## config.mk

```make
export PLATFORM = sky130hd
export DESIGN_NAME = store_align
export DESIGN_NICKNAME = d
export VERILOG_FILES = /design/src/rv_pipe_pkg.sv /design/src/store_align.sv
export SDC_FILE = /design/constraint.sdc
export NUM_CORES = 1
export LEC_CHECK = 0
export BUFFER_PORTS_ARGS = -buffer_cell sky130_fd_sc_hd__buf_2
export CAP_MARGIN = 20
export CORE_ASPECT_RATIO = 0.8
export CORE_MARGIN = 1
export CORE_UTILIZATION = 31
export DETAILED_ROUTE_END_ITERATION = 12
export PLACE_DENSITY = 0.81
export SLEW_MARGIN = 0
export SYNTH_ARGS = -nofsm -noshare
export SYNTH_HDL_FRONTEND = slang
export SYNTH_SLANG_ARGS = --single-unit
```

## constraint.sdc

```tcl
create_clock -name vclk -period 1.4
set_clock_uncertainty 0.05 [all_clocks]
set_input_delay 0.21 -clock vclk [all_inputs]
set_output_delay 0.21 -clock vclk [all_outputs]
set_load 0.005 [all_outputs]
```

## src/rv_pipe_pkg.sv

```systemverilog
package rv_pipe_pkg;

	//////////////////////////////////////////////////
	// Widths and sizes
	//////////////////////////////////////////////////
	localparam int xlen       = 32;              // Data path width
	localparam int pc_w       = 12;              // 4 KB program space
	localparam int dmem_aw    = 10;              // Data memory word address
	localparam int dmem_depth = 1 << dmem_aw;    // 1024 words
	localparam int imem_depth = 1024;            // ROM words

	typedef logic [xlen-1:0]    word_t;
	typedef logic [pc_w-1:0]    pc_t;            // Byte address of an instruction
	typedef logic [4:0]         reg_idx_t;
	typedef logic [dmem_aw-1:0] dmem_addr_t;
	typedef logic [3:0]         byte_en_t;       // One bit per byte lane

	// Load and store width, same values as funct3
	typedef logic [2:0] mem_size_t;
	localparam mem_size_t size_b  = 3'b000;
	localparam mem_size_t size_h  = 3'b001;
	localparam mem_size_t size_w  = 3'b010;
	localparam mem_size_t size_bu = 3'b100;
	localparam mem_size_t size_hu = 3'b101;

	// ALU codes are {funct7[5], funct3} so the decoder can build them directly
	typedef enum logic [3:0] {
		alu_add  = 4'b0000,
		alu_sll  = 4'b0001,
		alu_slt  = 4'b0010,
		alu_sltu = 4'b0011,
		alu_xor  = 4'b0100,
		alu_srl  = 4'b0101,
		alu_or   = 4'b0110,
		alu_and  = 4'b0111,
		alu_sub  = 4'b1000,
		alu_sra  = 4'b1101
	} alu_op_t;

	// Write-back source
	typedef enum logic [1:0] {
		wb_pc4  = 2'd0,
		wb_alu  = 2'd1,
		wb_imm  = 2'd2,
		wb_load = 2'd3
	} wb_sel_t;

	//////////////////////////////////////////////////
	// Opcodes
	//////////////////////////////////////////////////
	localparam logic [6:0] op_rtype = 7'b0110011;
	localparam logic [6:0] op_itype = 7'b0010011;
	localparam logic [6:0] op_load  = 7'b0000011;
	localparam logic [6:0] op_store = 7'b0100011;
	localparam logic [6:0] op_lui   = 7'b0110111;
	localparam logic [6:0] op_auipc = 7'b0010111;

endpackage

```

## src/store_align.sv

```systemverilog
`timescale 1ns/1ps

module store_align (
	input  rv_pipe_pkg::word_t     rs2_data,
	input  logic [1:0]             byte_offset,
	input  rv_pipe_pkg::mem_size_t mem_size,
	input  logic                   is_store,
	output rv_pipe_pkg::word_t     wdata,
	output rv_pipe_pkg::byte_en_t  byte_we
);

	rv_pipe_pkg::byte_en_t lanes;

	always_comb begin
		case (mem_size)
			rv_pipe_pkg::size_b: begin
				wdata = {4{rs2_data[7:0]}};               // Byte on every lane
				lanes = 4'b0001 << byte_offset;
			end
			rv_pipe_pkg::size_h: begin
				wdata = {2{rs2_data[15:0]}};
				lanes = 4'b0011 << {byte_offset[1], 1'b0};  // Halfword aligned
			end
			default: begin
				wdata = rs2_data;
				lanes = 4'b1111;
			end
		endcase
	end

	assign byte_we = is_store ? lanes : '0;

endmodule

```

======== Yosys cells after proc, flatten, opt, wreduce, memory -nomap -nowiden ========
Index checks and enable logic that the tools add are counted.
cells by class
  shift-type cells ........................ 2
  multiplexer cells ....................... 3
  reductions and logical operators ........ 1
  eq/ne operators ......................... 1
operator list
  kind                 number
  $pmux 32 s2          1
  $pmux 4 s2           1
  $mux 4               1
  $shl 1x2->4 const A  1
  $shl 2x2->4 const A  1
  $eq 3x1->1 const B   1
  $logic_not 3->1      1
storage, ports and cells
  output and inout port bits .............. 36
  flip-flop bits (word level) ............. 0
  bits of input ports ..................... 38
  word-level logic and storage cells ...... 7

======== Depth between registers and ports, before layout ========
  word-level depth ........................ 3
  gate-level depth with buffers ........... 4
  gate-level depth less buffers ........... 3

======== Least setup slack after synthesis ========
OpenSTA, ideal clock, no wires.
  path type ............................... input to output
  start point ............................. input mem_size[1]
  end point ............................... output wdata[10]
  data arrival time ....................... 0.902 ns
  path slack .............................. 0.238 ns
  data required time ...................... 1.140 ns
  cell stages on the path ................. 2
  path buffers ............................ 0
  path through ............................ nor3_4 -> mux2_2
on the way
  longest elaborated chain between the ends .. 2
  elaborated cells between the ends (all ways) .. 3
  classes of those cells .................. eq/ne: 1; mux: 1; reduce/logical: 1
ends and longest elaborated chain
  what                                                  line               text
  start, declared                                       store_align.sv:6   input rv_pipe_pkg::mem_size_t mem_size,
  $eq 3x1->1 / $logic_not 3->1 (equally long branches)  store_align.sv:15  case (mem_size)
  $pmux 32 s2 *                                         store_align.sv:15
  end, declared                                         store_align.sv:8   output rv_pipe_pkg::word_t wdata,
Every way passes the cells marked *; elsewhere a longest branch is shown, timed or not.

======== Worst setup path after layout ========
  start point ............................. input mem_size[1]
  end point ............................... output wdata[15]
The elaborated chain is that of the path after synthesis.

==> flow_metrics.py <==
metrics = {
    "critical_path": {
        "critPathLaunch": "mem_size[1]",
        "cp-start-kind": "input port",
        "worst_ep_required_time_ns": 1.14,
        "crit_type": "in -> out",
        "worstSetupEndpointType": "primary output",
        "arrival_ns": 1.12,
        "crit_fanout": 4,
    },
    "pwr": {
        "switching_share": 0.399,
        "leakage_nw": 0.536,
        "power_density_nw_per_um2": 318,
        "seq_power_share": 0,
        "clkPwrFrac": 0,
        "comb_power_share": 1.000,
        "p_switching_uw": 121,
        "ir_drop_mv": 0.148,
        "p_int_uw": 182,
    },
    "die": {
        "dieWidth_um": 47.1,
        "chipHeight_um": 38.1,
        "num_rows": 12,
        "initial_core_util": 0.346,
        "core_area_um2": 1460,
        "io_pins": 74,
        "dieArea_um2": 1790,
    },
    "route": {
        "route.detailed.drc": 0,
        "dr.pass1.iters": 4,
        "drtIter0Drc": 10,
        "via_count": 716,
        "viasPerCell": 4.65,
        "final_antenna_net_count": 0,
        "wirelength_um": 1690,
        "wl_per_cell_um": 11.0,
    },
    "synthesis": {
        "synth_nets": 102,
        "synthDistinctLibCells": 14,
        "synthCells": 64,
        "ys_seq_area_frac": 0,
        "synth_area_um2": 504,
        "syn_avg_cell_area_um2": 7.88,
        "yosysWarnings": 0,
    },
    "hold_path": {
        "hold_class": "in -> out",
        "hold_start": "rs2_data[7]",
    },
    "grt": {
        "grt_max_degree": 13,
        "overflow": 0,
        "grt_pass1_wl_um": 2130,
        "antenna_found_initial": 0,
        "grtUsageTotal": 0.158,
        "grt_pass1_vias": 556,
    },
    "timing": {
        "period_needed_ns": 1.38,
        "min_period_over_period": 0.985,
        "timing.hold.ws_ns": 0.582,
        "maxSlewHeadroom": 0.872,
        "finalWorstSetupSlack_ns": 0.0209,
        "drv_slew": 0,
        "max_freq_mhz": 725,
        "grt_setup_unrepaired": "yes",
        "hold_viol_final": 0,
        "setup_violations": 0,
        "tightestPinTransition_ns": 0.192,
    },
    "cells_and_area": {
        "sequential_cell_total": 0,
        "nets": 173,
        "fill_cells": 129,
        "final_area_um2": 953,
        "multi_input_comb_area_um2": 443,
        "n_clock_buffer": 0,
        "final_cell_mix": "buf_2 (66), nor2_1 (9), a21oi_1 (9), buf_6 (9)",
        "layout-drive-gt1-share": 0.744,
        "antenna_cells": 0,
        "regArea_um2": 0,
        "layout_commonest_cell": "buf_2",
        "area_growth_pct": 89.1,
    },
    "run": {
        "maxCapViolCount": 0,
    },
    "place": {
        "hpwl_um": 1320,
        "globalplace.congestion": 0.647,
        "pre_cts_ws_ns": -0.0217,
        "place_area_um2": 862,
        "portBuffers": 74,
    },
    "clocking": {
        "postCtsSetupRepairBufs": 0,
        "cts_hold_buf": 0,
    },
    "status": {
        "status": "finished, final reports clean",
    },
}
==> synthesized netlist by cell type (all sizes together) <==
cell type / instances / area, µm²
mux2i: 8 / 80.1
a21boi: 2 / 15.0
and2: 1 / 6.26
buf: 11 / 83.8
nor2: 10 / 45.0
a21oi: 9 / 45.0
nor3: 1 / 16.3
inv: 2 / 7.51
o31a: 1 / 10.0
mux2: 16 / 180
o21ai: 3 / 15.0
==> per-stage QoR <==
step	power, mW	setup TNS, ns	util	instances
after floorplan	0.133	0	-	64
after global placement	0.259	-0.0962	0.592	154
after detailed placement	0.266	-0.134	0.592	154
after CTS	0.272	-0.0585	0.601	154
after global routing	0.332	-0.0400	0.655	154
final	0.303	0	0.655	154
==> what timing repair did <==
action,4_1_cts,5_1_grt
gates resized for setup,4,17
pin swaps,1,1
endpoints found under the setup margin,8,15
endpoints found under the hold margin,0,0
==> cells by family after synthesis <==
kind of cell | after synthesis | share of synthesized area
buffers and inverters | 13 | 0.181
AO/OA/AOI/OAI | 15 | 0.169
AND/OR/NAND/NOR | 12 | 0.134
multiplexers | 24 | 0.516
==> power by group through the flow <==
| stage | logic, mW | registers, mW | clock network (mW) |
|---|---|---|---|
| floorplan | 0.133 | 0 | 0 |
| global placement | 0.259 | 0 | 0 |
| detailed placement | 0.266 | 0 | 0 |
| CTS | 0.272 | 0 | 0 |
| global route | 0.332 | 0 | 0 |
| finish | 0.303 | 0 | 0 |
==> critical path, cell delays in order <==
cell    delay [ns]
buf_8         0.11
nor3_4        0.22
buf_6         0.16
mux2_4        0.31
buf_6         0.12
==> per-layer routing <==
metal  wire length (µm)  GRT usage  vias up  part of all wire
met3                148    0.00472        0             0.088
met4                  0          0        0                 0
met5                  0          0        -                 0
li1                   -          -      359                 -
met2                882      0.351       49              0.52
met1                659      0.167      308              0.39
==> final timing paths <==
| path | to | slack [ns] | depth (start not counted) |
|---|---|---|---|
| worst min-delay path | wdata[7] | 0.58 | 2 |
| worst max-delay path | wdata[15] | 0.02 | 5 |
==> final cells by class <==
class	count	area share
timing repair buffer	80	0.500
multi-input combinational	51	0.465
tap	21	0.0276
inverter	2	0.00787
No activity file was read; power rests on OpenSTA's default activity.
