**config.mk**
```make
export PLATFORM = sky130hd
export DESIGN_NAME = load_align
export DESIGN_NICKNAME = d
export VERILOG_FILES = /design/src/rv_pipe_pkg.sv /design/src/load_align.sv
export SDC_FILE = /design/constraint.sdc
export NUM_CORES = 1
export LEC_CHECK = 0
export BUFFER_PORTS_ARGS = -buffer_cell sky130_fd_sc_hd__buf_2
export CORE_AREA = 3 3 47 49
export DETAILED_ROUTE_END_ITERATION = 7
export DIE_AREA = 0 0 50 52
export PLACE_DENSITY = 0.82
export REMOVE_ABC_BUFFERS = 1
export SLEW_MARGIN = 20
export SYNTH_ARGS = -nofsm -noshare
export SYNTH_HDL_FRONTEND = slang
export SYNTH_SLANG_ARGS = --single-unit
export TNS_END_PERCENT = 100
```
**constraint.sdc**
```tcl
create_clock -name vclk -period 1.4
set_clock_uncertainty 0.05 [all_clocks]
set_input_delay 0.14 -clock vclk [all_inputs]
set_output_delay 0.14 -clock vclk [all_outputs]
set_load 0.01 [all_outputs]
```
**src/rv_pipe_pkg.sv**
```systemverilog
package rv_pipe_pkg;

	//////////////////////////////////////////////////
	// Widths and sizes
	//////////////////////////////////////////////////
	localparam int xlen       = 32;              // Data path width
	localparam int pc_w       = 12;              // 4 KB program space
	localparam int dmem_aw    = 10;              // Data memory word address
	localparam int dmem_depth = 1 << dmem_aw;    // 1024 words
	localparam int imem_depth = 1024;            // ROM words

	typedef logic [xlen-1:0]    word_t;
	typedef logic [pc_w-1:0]    pc_t;            // Byte address of an instruction
	typedef logic [4:0]         reg_idx_t;
	typedef logic [dmem_aw-1:0] dmem_addr_t;
	typedef logic [3:0]         byte_en_t;       // One bit per byte lane

	// Load and store width, same values as funct3
	typedef logic [2:0] mem_size_t;
	localparam mem_size_t size_b  = 3'b000;
	localparam mem_size_t size_h  = 3'b001;
	localparam mem_size_t size_w  = 3'b010;
	localparam mem_size_t size_bu = 3'b100;
	localparam mem_size_t size_hu = 3'b101;

	// ALU codes are {funct7[5], funct3} so the decoder can build them directly
	typedef enum logic [3:0] {
		alu_add  = 4'b0000,
		alu_sll  = 4'b0001,
		alu_slt  = 4'b0010,
		alu_sltu = 4'b0011,
		alu_xor  = 4'b0100,
		alu_srl  = 4'b0101,
		alu_or   = 4'b0110,
		alu_and  = 4'b0111,
		alu_sub  = 4'b1000,
		alu_sra  = 4'b1101
	} alu_op_t;

	// Write-back source
	typedef enum logic [1:0] {
		wb_pc4  = 2'd0,
		wb_alu  = 2'd1,
		wb_imm  = 2'd2,
		wb_load = 2'd3
	} wb_sel_t;

	//////////////////////////////////////////////////
	// Opcodes
	//////////////////////////////////////////////////
	localparam logic [6:0] op_rtype = 7'b0110011;
	localparam logic [6:0] op_itype = 7'b0010011;
	localparam logic [6:0] op_load  = 7'b0000011;
	localparam logic [6:0] op_store = 7'b0100011;
	localparam logic [6:0] op_lui   = 7'b0110111;
	localparam logic [6:0] op_auipc = 7'b0010111;

endpackage

```
**src/load_align.sv**
```systemverilog
`timescale 1ns/1ps

module load_align (
	input  rv_pipe_pkg::word_t     rdata,
	input  logic [1:0]             byte_offset,
	input  rv_pipe_pkg::mem_size_t mem_size,
	output rv_pipe_pkg::word_t     load_data
);

	rv_pipe_pkg::word_t shifted;

	// Addressed byte or half moved down to lane 0
	assign shifted = rdata >> {byte_offset, 3'b000};

	always_comb begin
		case (mem_size)
			rv_pipe_pkg::size_b:  load_data = {{24{shifted[7]}}, shifted[7:0]};
			rv_pipe_pkg::size_h:  load_data = {{16{shifted[15]}}, shifted[15:0]};
			rv_pipe_pkg::size_bu: load_data = {24'b0, shifted[7:0]};
			rv_pipe_pkg::size_hu: load_data = {16'b0, shifted[15:0]};
			rv_pipe_pkg::size_w:  load_data = rdata;
			default:              load_data = rdata;    // No other load widths
		endcase
	end

endmodule

```
==> Word level (Yosys, flattened, before mapping) <==
Index checks and enable logic that the tools add are counted.
{ "op_classes": {"n_eq_ne": 3, "muxes": 1, "shift": 1, "reduce_logical": 1} }
{ "ops": {"columns": ["cell", "count"], "rows": [
  ["one-hot mux 32 bit (4 select lines)", 1],
  [">> shifter 32 x 5 -> 16 bit", 1],
  ["== test 3 bit, second input constant", 2],
  ["== test 3 x 1 -> 1 bit, second input constant", 1],
  ["zero test 3 bit", 1]
]} }
{ "word_totals": {"output_inout_bits": 32, "in_bits": 37, "ff_bits": 0, "elab_cells": 6} }

==> Logic depth before layout (Yosys ltp) <==
{ "depth": {"word_depth": 2, "depth_mapped": 4, "depth_no_buf": 3} }

==> Worst setup path before layout <==
OpenSTA, ideal clock, no wires.
{ "synth_timing": {"path_kind": "input -> output", "from": "input port byte_offset[0]", "to": "output port load_data[21]", "cell_stages": 4, "setup_slack_ps": 23, "n_path_buf": 1, "required_time_ps": 1210, "arrival_ps": 1187, "path_cell_list": "mux4_2 -> o211ai_4 -> buf_6 -> o21ai_0"} }
{ "synth_via": {"elab_chain_cells": 2} }
{ "synth_rtl": {"columns": ["element", "line_no", "rtl"], "rows": [
  ["start: declaration", "load_align.sv:5", "input logic [1:0] byte_offset,"],
  [">> shifter 32 x 5 -> 16 bit", "load_align.sv:13", "assign shifted = rdata >> {byte_offset, 3'b000};"],
  ["one-hot mux 32 bit (4 select lines)", "load_align.sv:16", "case (mem_size)"],
  ["end: declaration", "load_align.sv:7", "output rv_pipe_pkg::word_t load_data"]
]} }
No other way between the ends.

==> Worst setup path after layout <==
{ "layout_timing": {"from": "input port rdata[31]", "to": "output port load_data[9]"} }
{ "layout_via": {"elab_chain_cells": 2} }
{ "layout_rtl": {"columns": ["element", "line_no", "rtl"], "rows": [
  ["start: declaration", "load_align.sv:4", "input rv_pipe_pkg::word_t rdata,"],
  [">> shifter 32 x 5 -> 16 bit", "load_align.sv:13", null],
  ["one-hot mux 32 bit (4 select lines)", "load_align.sv:16", null]
]} }
No other way between the ends.

==> results.json <==
{
  "postRouteAntennaNets": 0,
  "die_width_um": 50,
  "num_rows": 16,
  "ys_warn_count": 0,
  "rsz0062_at_grt": "yes",
  "synth_top_area_share_pct": 16.82,
  "dp.final_hpwl_mm": 2.452,
  "synth_area_leaders": "nand2_1 (17%), o21ai_0 (12%), mux2_2 (11%)",
  "portBuffers": 69,
  "synth_compound_area_share_pct": 51.72,
  "p_per_area_mw_per_mm2": 394.8,
  "drtIter0Drc": 20,
  "io_pins": 69,
  "synth_xor_area_share_pct": 0,
  "dpl-instance-area_sq_mm": 0.001231,
  "dieArea_sq_mm": 0.002600,
  "synth_area_sq_um": 691.9,
  "post_drt_wl_per_cell_um": 14.85,
  "clock.fmax_ghz": 0.6417,
  "crit_type": "in -> out",
  "arrival_ns": 1.37,
  "initial_core_util_pct": 36.38,
  "fillers": 150,
  "end_kind": "output port",
  "worst_hold_slack_ns": 0.5226,
  "dpl_worst_slack_ns": -0.1950,
  "syn_inst": 106,
  "hp-start": "rdata[5]",
  "maxCapViolCount": 0,
  "grt_first_pass_wirelength_mm": 4.961,
  "seq_cells": 0,
  "final_util_pct": 70.59,
  "total_power_uw": 530.1,
  "grt-ovfl-total": 0,
  "startpoint_type": "primary input",
  "vias": 1196,
  "grt.total_usage_pct": 23.49,
  "n_clock_buffer": 0,
  "critical-path-max-stage-delay_ns": 0.53,
  "cp.required_ns": 1.21,
  "hold_viol": 0,
  "min_path_cells": 4,
  "postLayoutCellArea_sq_mm": 0.001343,
  "synth_top_family_by_area": "compound AO/OA/AOI/OAI gates",
  "setup_ws_ns": -0.1583,
  "period_minus_slack_ns": 1.558,
  "synthMuxAreaShare_pct": 20.43,
  "synth-simple-area-share_pct": 19.89,
  "holdCritPathClass": "in -> out",
  "yosysMostFrequentCell": "nand2_1",
  "power_leakage_uw": 0.0006985,
  "tightest_slew_ns": 0.2989,
  "synth_top_cell_by_area": "nand2_1",
  "synth-adder-area-share_pct": 0,
  "chipHeight_um": 52,
  "post-route-period-util_pct": 111.3,
  "core_sq_mm": 0.001902,
  "final_net_count": 232,
  "hold_end": "load_data[5]",
  "ys_seq_area_share_pct": 0,
  "drc": 0,
  "violations": "setup timing",
  "finalWirelength_mm": 3.267,
  "diodes": 0,
  "firstDrtPassIters": 4,
  "slew_headroom_pct": 80.07,
  "drive_above_1_share_pct": 60.10,
  "status": "finished with violations",
  "vias_per_cell": 5.436,
  "cp_max_fo": 4,
  "slew_violations": 0,
  "crit_chain": "buf_6, mux4_2, a21oi_2, buf_4, o31ai_1, buf_2",
  "ff_latch_area_sq_um": 0,
  "setup_viol": 26,
  "cp_slowest_cell": "mux4_2",
  "syn_area_per_cell_sq_um": 6.527,
  "antenna_found_initial": 0,
  "grt_max_degree": 31,
  "area_growth_pct": 94.03,
  "synth_cell_types": 26,
  "peakVddDrop_mv": 0.2320,
  "yosys-top-cells-count": "nand2_1 (31), o21ai_0 (17), mux2_2 (7), o31ai_1 (7)",
  "gp_congestion": 0.7724,
  "grt_pass1_vias": 1125
}
## cell usage in the layout (no fill, tap or decap), types with 2 or more instances in the layout
master / instances
a22o_1: 2
a221oi_1: 3
o21ai_0: 10
buf_6: 6
o21ai_1: 10
nand2_1: 31
a221oi_4: 2
o31ai_1: 4
mux2i_1: 4
o31ai_2: 2
inv_1: 4
a22oi_1: 4
buf_4: 23
mux2_2: 6
buf_2: 65
## how the worst max path moves through the flow
stage,endpoint,from,depth (start not counted)
global placement,load_data[30],byte_offset[0],6
floorplan,load_data[16],byte_offset[0],3
global route,load_data[31],byte_offset[0],6
detailed placement,load_data[30],byte_offset[0],6
CTS,load_data[28],byte_offset[0],6
finish,load_data[9],rdata[31],6
## power breakdown
part / internal [uW] / switching, uW
combinational: 258 / 272
clock: 0 / 0
sequential: 0 / 0
total: 258 / 272
## logic make-up (layout without fill, tap and decap cells)
group,Yosys count,after routing
AOI/OAI and AO/OA,48,48
buffers and inverters,12,99
muxes,12,12
and+or+nand+nor,34,34
## final cells by class
cell class	instances	area, sq um	share of cell area (%)
inverters	4	15.01	1.118
well taps	27	33.78	2.516
multi-input cells	94	708.2	52.75
repair buffers	95	585.6	43.62
## critical path, delay by kind of cell
kind / cells / cell delay, ns
buffers and inverters: 3 / 0.42
AO/OA/AOI/OAI: 2 / 0.27
multiplexers: 1 / 0.53
## layer usage
metal / wire [um] / vias to the layer above / part of all wire (%) / track usage [%]
met1: 1256 / 545 / 38 / 27.23
met2: 1771 / 59 / 54 / 46.30
met3: 186 / 6 / 5.7 / 2.006
met4: 53 / 0 / 1.6 / 4.147
li1: - / 586 / - / -
met5: 0 / - / 0 / 0
## stage by stage
step / setup TNS, ns / instances
finish: -3.363 / 220
global route: -4.294 / 220
CTS: -2.894 / 220
global placement: -3.498 / 219
detailed placement: -4.078 / 219
floorplan: 0 / 98
## repair_timing
item / CTS / global route
pin swaps: 7 / 1
endpoints found under the setup margin: 29 / 30
hold endpoints to repair: 0 / 0
gates resized for setup: 12 / 13
hold buffers: 0 / 0
setup buffers: 1 / 0
Power figures use the tool's default switching activity.
