## src/rv_pipe_pkg.sv

```systemverilog
package rv_pipe_pkg;

	//////////////////////////////////////////////////
	// Widths and sizes
	//////////////////////////////////////////////////
	localparam int xlen       = 32;              // Data path width
	localparam int pc_w       = 12;              // 4 KB program space
	localparam int dmem_aw    = 10;              // Data memory word address
	localparam int dmem_depth = 1 << dmem_aw;    // 1024 words
	localparam int imem_depth = 1024;            // ROM words

	typedef logic [xlen-1:0]    word_t;
	typedef logic [pc_w-1:0]    pc_t;            // Byte address of an instruction
	typedef logic [4:0]         reg_idx_t;
	typedef logic [dmem_aw-1:0] dmem_addr_t;
	typedef logic [3:0]         byte_en_t;       // One bit per byte lane

	// Load and store width, same values as funct3
	typedef logic [2:0] mem_size_t;
	localparam mem_size_t size_b  = 3'b000;
	localparam mem_size_t size_h  = 3'b001;
	localparam mem_size_t size_w  = 3'b010;
	localparam mem_size_t size_bu = 3'b100;
	localparam mem_size_t size_hu = 3'b101;

	// ALU codes are {funct7[5], funct3} so the decoder can build them directly
	typedef enum logic [3:0] {
		alu_add  = 4'b0000,
		alu_sll  = 4'b0001,
		alu_slt  = 4'b0010,
		alu_sltu = 4'b0011,
		alu_xor  = 4'b0100,
		alu_srl  = 4'b0101,
		alu_or   = 4'b0110,
		alu_and  = 4'b0111,
		alu_sub  = 4'b1000,
		alu_sra  = 4'b1101
	} alu_op_t;

	// Write-back source
	typedef enum logic [1:0] {
		wb_pc4  = 2'd0,
		wb_alu  = 2'd1,
		wb_imm  = 2'd2,
		wb_load = 2'd3
	} wb_sel_t;

	//////////////////////////////////////////////////
	// Opcodes
	//////////////////////////////////////////////////
	localparam logic [6:0] op_rtype = 7'b0110011;
	localparam logic [6:0] op_itype = 7'b0010011;
	localparam logic [6:0] op_load  = 7'b0000011;
	localparam logic [6:0] op_store = 7'b0100011;
	localparam logic [6:0] op_lui   = 7'b0110111;
	localparam logic [6:0] op_auipc = 7'b0010111;

endpackage

```

## src/regfile.sv

```systemverilog
`timescale 1ns/1ps

module regfile (
	input  logic                  CLK,
	input  logic                  rst_n,
	input  logic                  wr_en,
	input  rv_pipe_pkg::reg_idx_t wr_idx,
	input  rv_pipe_pkg::word_t    wr_data,
	input  rv_pipe_pkg::reg_idx_t rs1_idx,
	input  rv_pipe_pkg::reg_idx_t rs2_idx,
	output rv_pipe_pkg::word_t    rs1_data,
	output rv_pipe_pkg::word_t    rs2_data
);

	rv_pipe_pkg::word_t regs [32];

	always_ff @(posedge CLK) begin
		if (!rst_n) begin
			for (int i = 0; i < 32; i++)
				regs[i] <= '0;
		end else if (wr_en && wr_idx != '0) begin
			regs[wr_idx] <= wr_data;           // x0 never written
		end
	end

	// Combinational reads, WB bypass is done in the core
	assign rs1_data = (rs1_idx == '0) ? '0 : regs[rs1_idx];
	assign rs2_data = (rs2_idx == '0) ? '0 : regs[rs2_idx];

endmodule

```

## config.mk

```make
export PLATFORM = sky130hd
export DESIGN_NAME = regfile
export DESIGN_NICKNAME = d
export VERILOG_FILES = /design/src/rv_pipe_pkg.sv /design/src/regfile.sv
export SDC_FILE = /design/constraint.sdc
export NUM_CORES = 2
export LEC_CHECK = 0
export BUFFER_PORTS_ARGS = -buffer_cell sky130_fd_sc_hd__buf_2
export CORE_MARGIN = 3
export CORE_UTILIZATION = 35
export DETAILED_ROUTE_END_ITERATION = 8
export PLACE_DENSITY = 0.53
export SKIP_CTS_REPAIR_TIMING = 1
export SLEW_MARGIN = 20
export SYNTH_ARGS = -nofsm -noshare
export SYNTH_HDL_FRONTEND = slang
export SYNTH_SLANG_ARGS = --single-unit
```

## constraint.sdc

```tcl
create_clock -name CLK -period 4.2 [get_ports CLK]
set_input_delay 0.21 -clock CLK [delete_from_list [all_inputs] [get_ports CLK]]
set_output_delay 0.21 -clock CLK [all_outputs]
set_load 0.005 [all_outputs]
```

# After elaboration in Yosys (flattened, before gate mapping)
# Memories as Yosys holds them, arrays and structs flattened.
# Index checks and enable logic that the tools add are counted.
# Widths: inputs -> output; s select.
[totals] mem_bits_rw=1024 output_inout_bits=64 mem_count=1 elab_cells=15 register_bits=0
[memory_table] memory="regs" depth=32 width=32 rd=2 rd_ports_with_merged_regs=0 wr=32 line_no="regfile.sv:15" source="rv_pipe_pkg::word_t regs [32];"
[op_classes] n_mux=9 n_reduce_logical=5
[ops] operator="$mux 32" n=3
[ops] operator="$reduce_or 32->1" n=1
[ops] operator="$logic_not 5->1" n=2
[ops] operator="$mux 1" n=5
[ops] operator="$mux 5" n=1
[ops] operator="$reduce_bool 5->1" n=1
[ops] operator="$logic_and 1x1->1" n=1

# Depth between registers and ports, before layout
[depth] depth_word=7 mapped_depth=9 depth_no_buf=4

# Worst setup path before layout
# Ideal clock, no wire load.
[synth_timing] path_type="in2reg" start="in rst_n" end="mem regs[24][0] (netlist bit) (enable)" setup_slack_ns=0.454 arrival_time_ns=3.280 path_stages=5 setup_ns=0.466 required_ns=3.734 path_cell_list="buf_2 > nand2_1 > or3_1 > clkbuf_1 > o21ai_0"
[synth_lines] item="from (decl)" line_no="regfile.sv:5" source="input logic rst_n,"
[synth_lines] item="to (decl)" line_no="regfile.sv:15"

# Worst setup path in the final report
[layout_timing] start="in rs2_idx[3]" end="out rs2_data[3]"
[layout_between] elab_chain_len=2 word_cells_on_any_way=3
[layout_rtl] item="from (decl)" line_no="regfile.sv:10" source="input rv_pipe_pkg::reg_idx_t rs2_idx,"
[layout_rtl] item="$mem_v2 32x32 or $logic_not 5->1 (tied branches)"
[layout_rtl] item="$mux 32 (*)" line_no="regfile.sv:28" source="assign rs2_data = (rs2_idx == '0) ? '0 : regs[rs2_idx];"
[layout_rtl] item="to (decl)" line_no="regfile.sv:12" source="output rv_pipe_pkg::word_t rs2_data"
# Every way passes the cells marked *; elsewhere a longest branch is shown, timed or not.

==> metrics.txt <==
outcome=finished, final reports clean; max reg flops=slightly above 1000; Layout area overhead=13.6%; number of max-cap violations=0; Synth top area share=between 50% and 60%; hold path start=wr_data[19]; core area=roughly 0.15 sq mm; Die Y=400 um; placed insts=about 5500; layout cells sized above 1=between 20% and 30%; Area contributors post-synth=edfxtp_1 57%, mux4_2 20%, and2_1 11%; GP Congestion=a little under 0.9; Hold Path Class=in -> reg; Slew @ Worst Pin=roughly 1.2 ns; Worst Setup End Kind=primary output; commonest cells in the synthesized netlist=1024 x edfxtp_1, 996 x and2_1, 470 x mux4_2, 275 x clkbuf_1, 154 x mux2i_1; Cells after Synth=between 3000 and 4000; fin util=around 40%; DIE AREA=~0.16 sq mm; Clk network pwr share=roughly two fifths; Largest regs=regs (1024); DRC errors left=0; CP Data Required Time=3.99 ns; routed length per instance=between 30 and 40 um; Place WS=0.648 ns; Finished Cell Area=0.0616 sq mm; most frequent cell after synthesis=edfxtp_1; flops & latches, synth=roughly 1000; Seq/Total Area, Yosys=56.7%; Critical Setup Path Class=in -> out; largest area contributor in the netlist=edfxtp_1; routed wl met2=88.7 mm; DRT met1 WL=between 80 and 90 mm; Hold Path Cell Cnt=2; Comb pwr share=between 10% and 20%; drt total wl=about 200 mm; Die X=about 400 um; max incr delay on CP=0.64 ns; Top delay family on crit path=buffers and inverters; CTS tree=built; Slew HR=~20%; highest metal used=met5; Worst-path clk slew=about 0.060 ns; footprint of the multi-input gates=0.0224 sq mm; Final period util=a little under nine tenths; Post-DP HPWL=around 120 mm; setup TNS=0 ns; NetSw=0.00634 W; xor/xnor cell area share of the yosys netlist=0%; top_reg_cell synth=edfxtp_1; crit path time final=3.59 ns; layout net count=3616; fin worst setup slack=0.606 ns; initial antenna violation count=20; Tot GR Track Use=24.3%; Port Buf Inserts=between 100 and 150; Crit Path Max Fanout=20; Synth Area in Compound Gates=between 3 and 4%; Starting Density=between 30% and 40%; Clock Path Buffers=3; WP buf/inv=5; sequential share of power=approximately 49%; row count=around 140; non-filler cells, final=between 5000 and 6000; synthesized area=roughly 0.054 sq mm; Setup crit start kind=input port; CTS buffer count=between 100 and 150; CP most frequent cell=buf_4; yosys warns=0; Area after DPL=0.0581 sq mm; Final Max Tran Viols=0; EDFF count, synth=between 1000 and 1500; IO Pins=between 100 and 150; final hold violations=0; Adder-Cell Fraction of Synth Area=0%; Pwr Density=between 400 and 500 mW/mm^2; Register Area=0.0307 sq mm; CTS root buf=clkbuf_16; via count=about 34000; largest net degree at the start of global routing=73; Hold Path End=regs[11][19]; FFs w/ async S/R, synth=0%; post-synthesis mux area share=23.0%; switching part of the total power=between 20% and 30%; slowest CP cell=buf_2; first-pass GRT wire length=about 270 mm; DR pass1 iterations=5; Avg Inst Size Synth=15.4 sq um; largest family of logic cells by synthesized area=multiplexers; crit path DAT=around 3.4 ns; H-tree Lvls=3; Fmax=about 0.28 GHz; drt first-iter violations=around 4300; RSZ-0062 raised after global routing=false; # fillers=about 14000; Leakage=~21 nW; CTS Sinks=between 1000 and 1500; Final ANT Viol Nets=0; Internal Power=approximately 0.019 W; final setup fails=0; number of vias per cell=slightly below 6; Peak VDD IR=between 0.0003 and 0.0004 V; synth unique cells=41; Biggest register=regs; grt total ovfl=0; vias in the first global route=around 34000; met3 routed WL=roughly 17 mm; simple-gate share of the synthesized area=between 10% and 20%; worst path cell trace=buf_2, nor2b_4, buf_4, buf_4, a22o_1, a211oi_1, nor3_2, buf_4, buf_2
-- kinds of logic after synthesis --
logic type	after synthesis
buffers and inverters	390
and+or+nand+nor	1149
muxes	654
other	1
AOI/OAI and AO/OA	291
DFF	1024
-- final cells by class --
class,instances,share of cell area (%)
multi-input cells,2126,36.3
clock buffers,132,4.67
repair buffers,303,3.86
well taps,2030,4.12
inverters,2,0.0122
flip-flops and latches,1024,49.9
clock inverters,65,0.985
diodes,16,0.0650
-- power by group through the flow --
stage / clock network [W] / logic [W] / registers (W)
floorplan: 0 / 0.00180 / 0.0122
global placement: 0 / 0.00307 / 0.0123
detailed placement: 0 / 0.00308 / 0.0123
CTS: 0.00984 / 0.00308 / 0.0121
global route: 0.0103 / 0.00320 / 0.0122
finish: 0.00970 / 0.00308 / 0.0121
-- cell usage in the layout, fill, tap and decap left out, types with 6 or more instances in the layout --
cell | netlist | final
clkbuf_1 | 275 | 20
clkinv_1 | 0 | 24
nand2b_1 | 6 | 6
a21oi_1 | 10 | 10
a211oi_1 | 34 | 34
mux4_2 | 470 | 470
nor3_1 | 54 | 53
buf_12 | 0 | 26
diode_2 | 0 | 16
conb_1 | 1 | 32
and2_1 | 996 | 995
a2111oi_1 | 12 | 12
mux2i_1 | 154 | 154
edfxtp_1 | 1024 | 1024
a22o_1 | 51 | 51
o21ai_4 | 0 | 31
nor2b_1 | 15 | 13
clkbuf_16 | 0 | 112
nor4_1 | 8 | 7
nor2_4 | 0 | 30
mux2_2 | 30 | 30
o221ai_1 | 27 | 27
buf_2 | 49 | 105
a22oi_1 | 18 | 18
buf_4 | 37 | 166
bufinv_16 | 0 | 10
clkinvlp_4 | 0 | 8
o22ai_1 | 79 | 79
a2111oi_0 | 17 | 17
nand2_1 | 9 | 9
clkinv_2 | 0 | 17
-- stage by stage --
stage | total power, W | hold slack [ns]
after floorplan | 0.0140 | 0.408
after detailed placement | 0.0154 | 0.865
after global placement | 0.0154 | 0.860
after global routing | 0.0256 | 0.102
final | 0.0249 | 0.125
after CTS | 0.0250 | 0.0718
-- metal layers --
layer | track usage (%) | vias to the layer above
li1 | - | 13700
met1 | 34.3 | 18000
met2 | 37.3 | 1738
met3 | 4.86 | 346
met4 | 8.52 | 4
met5 | 0 | -
-- worst max-delay path by stage --
stage | from | end | depth (start not counted)
3_3_place_gp | rs2_idx[3] | rs2_data[3] | 9
4_1_cts | regs[15][3] | rs2_data[3] | 6
3_5_place_dp | rs2_idx[3] | rs2_data[3] | 9
6_report | rs2_idx[3] | rs2_data[3] | 9
5_1_grt | rs2_idx[3] | rs2_data[3] | 9
2_1_floorplan | rst_n | regs[24][0] | 5
Note: power is estimated with default switching activity, not from simulation.
