--- config.mk ---
export PLATFORM = sky130hd
export DESIGN_NAME = decoder
export DESIGN_NICKNAME = d
export VERILOG_FILES = /design/src/rv_pipe_pkg.sv /design/src/decoder.sv
export SDC_FILE = /design/constraint.sdc
export NUM_CORES = 1
export LEC_CHECK = 0
export BUFFER_PORTS_ARGS = -buffer_cell sky130_fd_sc_hd__buf_2
export CAP_MARGIN = 5
export CELL_PAD_IN_SITES_DETAIL_PLACEMENT = 0
export CELL_PAD_IN_SITES_GLOBAL_PLACEMENT = 2
export CORE_MARGIN = 3
export CORE_UTILIZATION = 11
export DETAILED_ROUTE_END_ITERATION = 12
export PLACE_DENSITY = 0.85
export SYNTH_ARGS = -nofsm -noshare
export SYNTH_HDL_FRONTEND = slang
export SYNTH_SLANG_ARGS = --single-unit
--- constraint.sdc ---
create_clock -name vclk -period 1.35
set_input_delay 0.27 -clock vclk [all_inputs]
set_output_delay 0.27 -clock vclk [all_outputs]
set_load 0.05 [all_outputs]
--- src/rv_pipe_pkg.sv ---
package rv_pipe_pkg;

	//////////////////////////////////////////////////
	// Widths and sizes
	//////////////////////////////////////////////////
	localparam int xlen       = 32;              // Data path width
	localparam int pc_w       = 12;              // 4 KB program space
	localparam int dmem_aw    = 10;              // Data memory word address
	localparam int dmem_depth = 1 << dmem_aw;    // 1024 words
	localparam int imem_depth = 1024;            // ROM words

	typedef logic [xlen-1:0]    word_t;
	typedef logic [pc_w-1:0]    pc_t;            // Byte address of an instruction
	typedef logic [4:0]         reg_idx_t;
	typedef logic [dmem_aw-1:0] dmem_addr_t;
	typedef logic [3:0]         byte_en_t;       // One bit per byte lane

	// Load and store width, same values as funct3
	typedef logic [2:0] mem_size_t;
	localparam mem_size_t size_b  = 3'b000;
	localparam mem_size_t size_h  = 3'b001;
	localparam mem_size_t size_w  = 3'b010;
	localparam mem_size_t size_bu = 3'b100;
	localparam mem_size_t size_hu = 3'b101;

	// ALU codes are {funct7[5], funct3} so the decoder can build them directly
	typedef enum logic [3:0] {
		alu_add  = 4'b0000,
		alu_sll  = 4'b0001,
		alu_slt  = 4'b0010,
		alu_sltu = 4'b0011,
		alu_xor  = 4'b0100,
		alu_srl  = 4'b0101,
		alu_or   = 4'b0110,
		alu_and  = 4'b0111,
		alu_sub  = 4'b1000,
		alu_sra  = 4'b1101
	} alu_op_t;

	// Write-back source
	typedef enum logic [1:0] {
		wb_pc4  = 2'd0,
		wb_alu  = 2'd1,
		wb_imm  = 2'd2,
		wb_load = 2'd3
	} wb_sel_t;

	//////////////////////////////////////////////////
	// Opcodes
	//////////////////////////////////////////////////
	localparam logic [6:0] op_rtype = 7'b0110011;
	localparam logic [6:0] op_itype = 7'b0010011;
	localparam logic [6:0] op_load  = 7'b0000011;
	localparam logic [6:0] op_store = 7'b0100011;
	localparam logic [6:0] op_lui   = 7'b0110111;
	localparam logic [6:0] op_auipc = 7'b0010111;

endpackage

--- src/decoder.sv ---
`timescale 1ns/1ps

module decoder (
	input  rv_pipe_pkg::word_t     inst,
	output rv_pipe_pkg::alu_op_t   alu_op,
	output logic                   sel_opa,    // 1 rs1, 0 PC
	output logic                   sel_opb,    // 1 immediate, 0 rs2
	output logic                   wr_en,
	output logic                   is_store,
	output rv_pipe_pkg::mem_size_t mem_size,
	output rv_pipe_pkg::wb_sel_t   wb_sel,
	output rv_pipe_pkg::word_t     imm
);

	logic [6:0] opcode;
	logic [2:0] funct3;
	logic       f7_alt;                      // funct7 bit 5, sub and sra
	rv_pipe_pkg::word_t imm_i, imm_s, imm_u;

	assign opcode = inst[6:0];
	assign funct3 = inst[14:12];
	assign f7_alt = inst[30];

	// Immediate formats
	assign imm_i = {{20{inst[31]}}, inst[31:20]};
	assign imm_s = {{20{inst[31]}}, inst[31:25], inst[11:7]};
	assign imm_u = {inst[31:12], 12'b0};

	always_comb begin
		alu_op   = rv_pipe_pkg::alu_add;
		sel_opa  = 1'b1;
		sel_opb  = 1'b1;
		wr_en    = 1'b0;                     // Unknown opcode ends as no-op
		is_store = 1'b0;
		mem_size = funct3;
		wb_sel   = rv_pipe_pkg::wb_alu;
		imm      = imm_i;
		case (opcode)
			rv_pipe_pkg::op_rtype: begin
				alu_op  = rv_pipe_pkg::alu_op_t'({f7_alt, funct3});
				sel_opb = 1'b0;
				wr_en   = 1'b1;
			end
			rv_pipe_pkg::op_itype: begin
				// Bit 30 is only an opcode bit for the shift-right pair
				alu_op = rv_pipe_pkg::alu_op_t'({f7_alt && funct3 == 3'b101, funct3});
				wr_en  = 1'b1;
			end
			rv_pipe_pkg::op_load: begin
				wr_en  = 1'b1;
				wb_sel = rv_pipe_pkg::wb_load;
			end
			rv_pipe_pkg::op_store: begin
				imm      = imm_s;
				is_store = 1'b1;
			end
			rv_pipe_pkg::op_lui: begin
				imm    = imm_u;
				wr_en  = 1'b1;
				wb_sel = rv_pipe_pkg::wb_imm;      // Bypasses the ALU
			end
			rv_pipe_pkg::op_auipc: begin
				imm     = imm_u;
				sel_opa = 1'b0;                    // PC plus immediate
				wr_en   = 1'b1;
			end
			default: ;
		endcase

		a_wr_xor_store: assert (!(wr_en && is_store))
			else $error("Decoder drove wr_en and is_store together");
	end

endmodule

[Word level (Yosys, flattened, before mapping)]
Cells that the tools add are included.
Cells by class
  shift operators: 0
  reduce and logical (&&, ||, !) cells: 3
  bitwise operators: 0
  magnitude comparators: 0
  $add $sub $neg: 0
  mux-type cells: 7
  div/mod/pow operators: 0
  eq/ne operators: 7
  $mul: 0
Operators with widths (number)
  $pmux 31 s2: 1
  $eq 7x6->1 const B: 3
  $eq 7x5->1 const B: 2
  $pmux 4 s2: 1
  $eq 7x2->1 const B: 1
  $reduce_or 5->1: 1
  $mux 1: 4
  $pmux 2 s2: 1
  $eq 3x3->1 const B: 1
  $reduce_or 2->1: 1
  $logic_and 1x1->1: 1
Word-level totals
  output and inout port bits: 45
  flip-flop bits (word level): 0
  memories kept: 0
  latch bits: 0
  memory bits (read-only): 0
  RAM bits: 0

[Logic depth before layout (Yosys ltp)]
  word-level depth: 3
  mapped depth: 5
  mapped depth without buffers: 3

[Worst setup path after synthesis]
OpenSTA, ideal clock, no wires.
  path kind: input -> output
  start point: input inst[5]
  end point: output imm[0]
  cell stages on the path: 4
  required time: 1.080 ns
  slack: -0.513 ns
  arrival: 1.593 ns
  cells stage by stage: clkbuf_1 > and2b_1 > a32oi_1 > o2bb2ai_1
Between the ends
  cells in the longest elaborated chain, start to end: 3
  elaborated cells between the ends (all ways): 5
  those cells by class: eq/ne (3); mux (1); reduce/logical (1)
RTL lines
  start: declaration: RTL line decoder.sv:4  | input rv_pipe_pkg::word_t inst,
  $eq 7x5->1 or $eq 7x6->1 (tied branches): RTL line decoder.sv:38  | case (opcode)
  $reduce_or 2->1 (no source line)
  $pmux 31 s2 (*): RTL line decoder.sv:38
  end: declaration: RTL line decoder.sv:12  | output rv_pipe_pkg::word_t imm
Mark *: on every way between the ends. The rest lies on a longest branch, timed or not.

[Worst setup path in the final report]
  start point: input inst[3]
  end point: output imm[19]
The elaborated chain is that of the path after synthesis.

==> results.md <==
- Final worst slack: -0.3445 ns
- Final setup fails: 41
- Finished Layout Cells: 209
- Yosys warning count: 0
- # diodes: 0
- Rel. slew slack: 72.24%
- Status: finished, violations left
- Combinational fraction of design power: 100.0%
- Pin count of the biggest net entering global routing: 21
- Die area: roughly 5400 um2
- Post-layout util: 42.95%
- First-pass GRT wire length: 4595 um
- Routed WL: 2966 um
- Post-DP HPWL: 2187 um
- GRT Total Usage: approximately a tenth
- Drt via density: 4.234
- Register area: 0 um2
- Fin crit period: between 1.5 and 2 ns
- Most common cell after layout, fill and taps aside: buf_2
- Clock share of power: 0%
- Row Count: 24
- Filler cell count: 440
- Count of different cell masters after synthesis: 24
- P&R area growth vs syn: 272.5%
- Most frequent cells in the layout: buf_2 (32), buf_6 (27), buf_8 (25), a21o_4 (19), buf_4 (9)
- Sequential share of the synthesized area: 0%
- Die width: 73.79 um
- Crit path launch: inst[3]
- TritonRoute pass-1 iters: 4
- Pre-CTS setup slack: -0.4855 ns
- DR DRC count: 0
- Ratio of cells with drive above 1 in the final layout: between 90% and 100%
- Internal Power: 0.3173 mW
- P_leak: 0.8628 nW
- Post-DR wirelength/cell: 14.19 um
- Initial Utilization: 11.53%
- Syn Nets: 104
- Sw Ratio: 56.09%
- Placed Cells: a little over 200
- Failing checks: setup timing
- Slew Viols, Final: 0
- Area post-placement: between 1000 and 1500 um2
- Slew @ Worst Pin: 0.4149 ns
- Initial DRC Count: 18
- Critical Path AT: 1.42 ns
- Antenna Nets Post-Route: 0
- Core area: ~4400 um2
- # nets final: 191
- Fin area: 1883 um2
- Worst Hold Class: in2out
- Peak Freq: 590.1 MHz
- Crit Path Class: in2out
- Max-cap viol count: 0
- Critical Path End: imm[19]
- Post-Synthesis Cells: 72
- Psw: 0.4053 mW
- Antenna violations before repair: 0
- Vias in the first global route: just under 1,000
- I/O Buffers: 77
- Clock buffer count: 0
- Pwr Total: 0.7227 mW
- Global route total overflow: 0
- Setup crit start kind: input port
- RSZ-0062 raised after global routing: yes
- Die Y: 73.79 um
- IO Pins: 77
- Worst IR Drop VDD: about 0.19 mV
- Crit Path Max Fanout: 6
- Pwr/cell area: 383.8 nW/um2
- Flop pwr share: 0%
- Mean area per synthesized cell: about 7 um2
- Placer Congestion: 0.6911
- Via count: 885
- FFs & Latches: 0
- Final hold violation count: 0
- CP Capture Type: primary output
- Syn Std Cell Area: about 510 um2
- Post-route clock period utilization: 125.5%
- WP data required: roughly 1.1 ns
## layer usage
metal | vias up | part of all wire (%) | wire [um] | GRT usage, %
li1 | 432 | - | - | -
met3 | 0 | 7.9 | 233 | 1.505
met2 | 44 | 53 | 1567 | 18.60
met4 | 0 | 0 | 0 | 0.4024
met1 | 409 | 39 | 1165 | 13.69
met5 | - | 0 | 0 | 0
## area by class of cell
class / instances / area [um2] / area share [%]
multi-input cells: 58 / 799.5 / 42.46
inverters: 1 / 3.754 / 0.1993
repair buffers: 98 / 1015 / 53.89
well taps: 52 / 65.06 / 3.455
## how the worst min path moves through the flow
stage	start	to	slack, ns	depth (start not counted)
after floorplan	inst[31]	imm[31]	0.71	1
after global placement	inst[31]	imm[31]	0.85	2
after detailed placement	inst[31]	imm[31]	0.85	2
after CTS	inst[31]	imm[31]	0.85	2
after global routing	inst[31]	imm[31]	0.86	2
final	inst[31]	imm[31]	0.85	2
## per-stage QoR
stage	setup TNS (ns)	hold WS (ns)
final	-11.84	0.8470
after floorplan	-5.137	0.7071
after global routing	-13.16	0.8591
after global placement	-16.23	0.8486
after detailed placement	-16.65	0.8482
after CTS	-12.45	0.8482
## cells in the mapped netlist
library cell,number,area share [%]
and3_1,1,1.2
a32oi_1,5,8.7
o21ai_1,1,0.99
a21o_1,19,28
and2b_1,1,1.5
nand2_1,4,3.0
nand3_1,1,0.99
buf_6,3,6.7
buf_2,3,3.0
nand2b_1,1,1.2
and4bb_1,1,2.5
and2_1,3,3.7
and3b_1,1,1.7
nor2b_1,7,8.7
buf_4,5,7.4
nor2_1,3,2.2
inv_1,1,0.74
a21boi_1,1,1.5
clkbuf_1,2,1.5
o2bb2ai_1,5,8.7
a31oi_1,1,1.2
o21a_1,1,1.5
or3_1,1,1.2
o211a_1,1,2.0
## cells by family after synthesis
| kind of cell | synth area share (%) |
|---|---|
| AOI/OAI and AO/OA | 52.72 |
| buffers and inverters | 19.31 |
| and+or+nand+nor | 27.97 |
## timing repair
action,4_1_cts,5_1_grt
cloned,1,0
endpoints found under the setup margin,41,41
hold buffers,0,0
setup buffers,3,2
pin swaps,20,13
resized for setup,117,14
## critical path: stages
cell      delay, ns
buf_6          0.09
and4bb_4       0.36
and3_4         0.23
buf_12         0.12
buf_12         0.11
a21o_4         0.12
buf_8          0.14
## power by group through the flow
| stage | Sequential (mW) | Clock [mW] | Combinational [mW] |
|---|---|---|---|
| final | 0 | 0 | 0.723 |
| after detailed placement | 0 | 0 | 0.566 |
| after CTS | 0 | 0 | 0.704 |
| after floorplan | 0 | 0 | 0.422 |
| after global routing | 0 | 0 | 0.754 |
| after global placement | 0 | 0 | 0.564 |
Note: power is estimated with default switching activity, not from simulation.
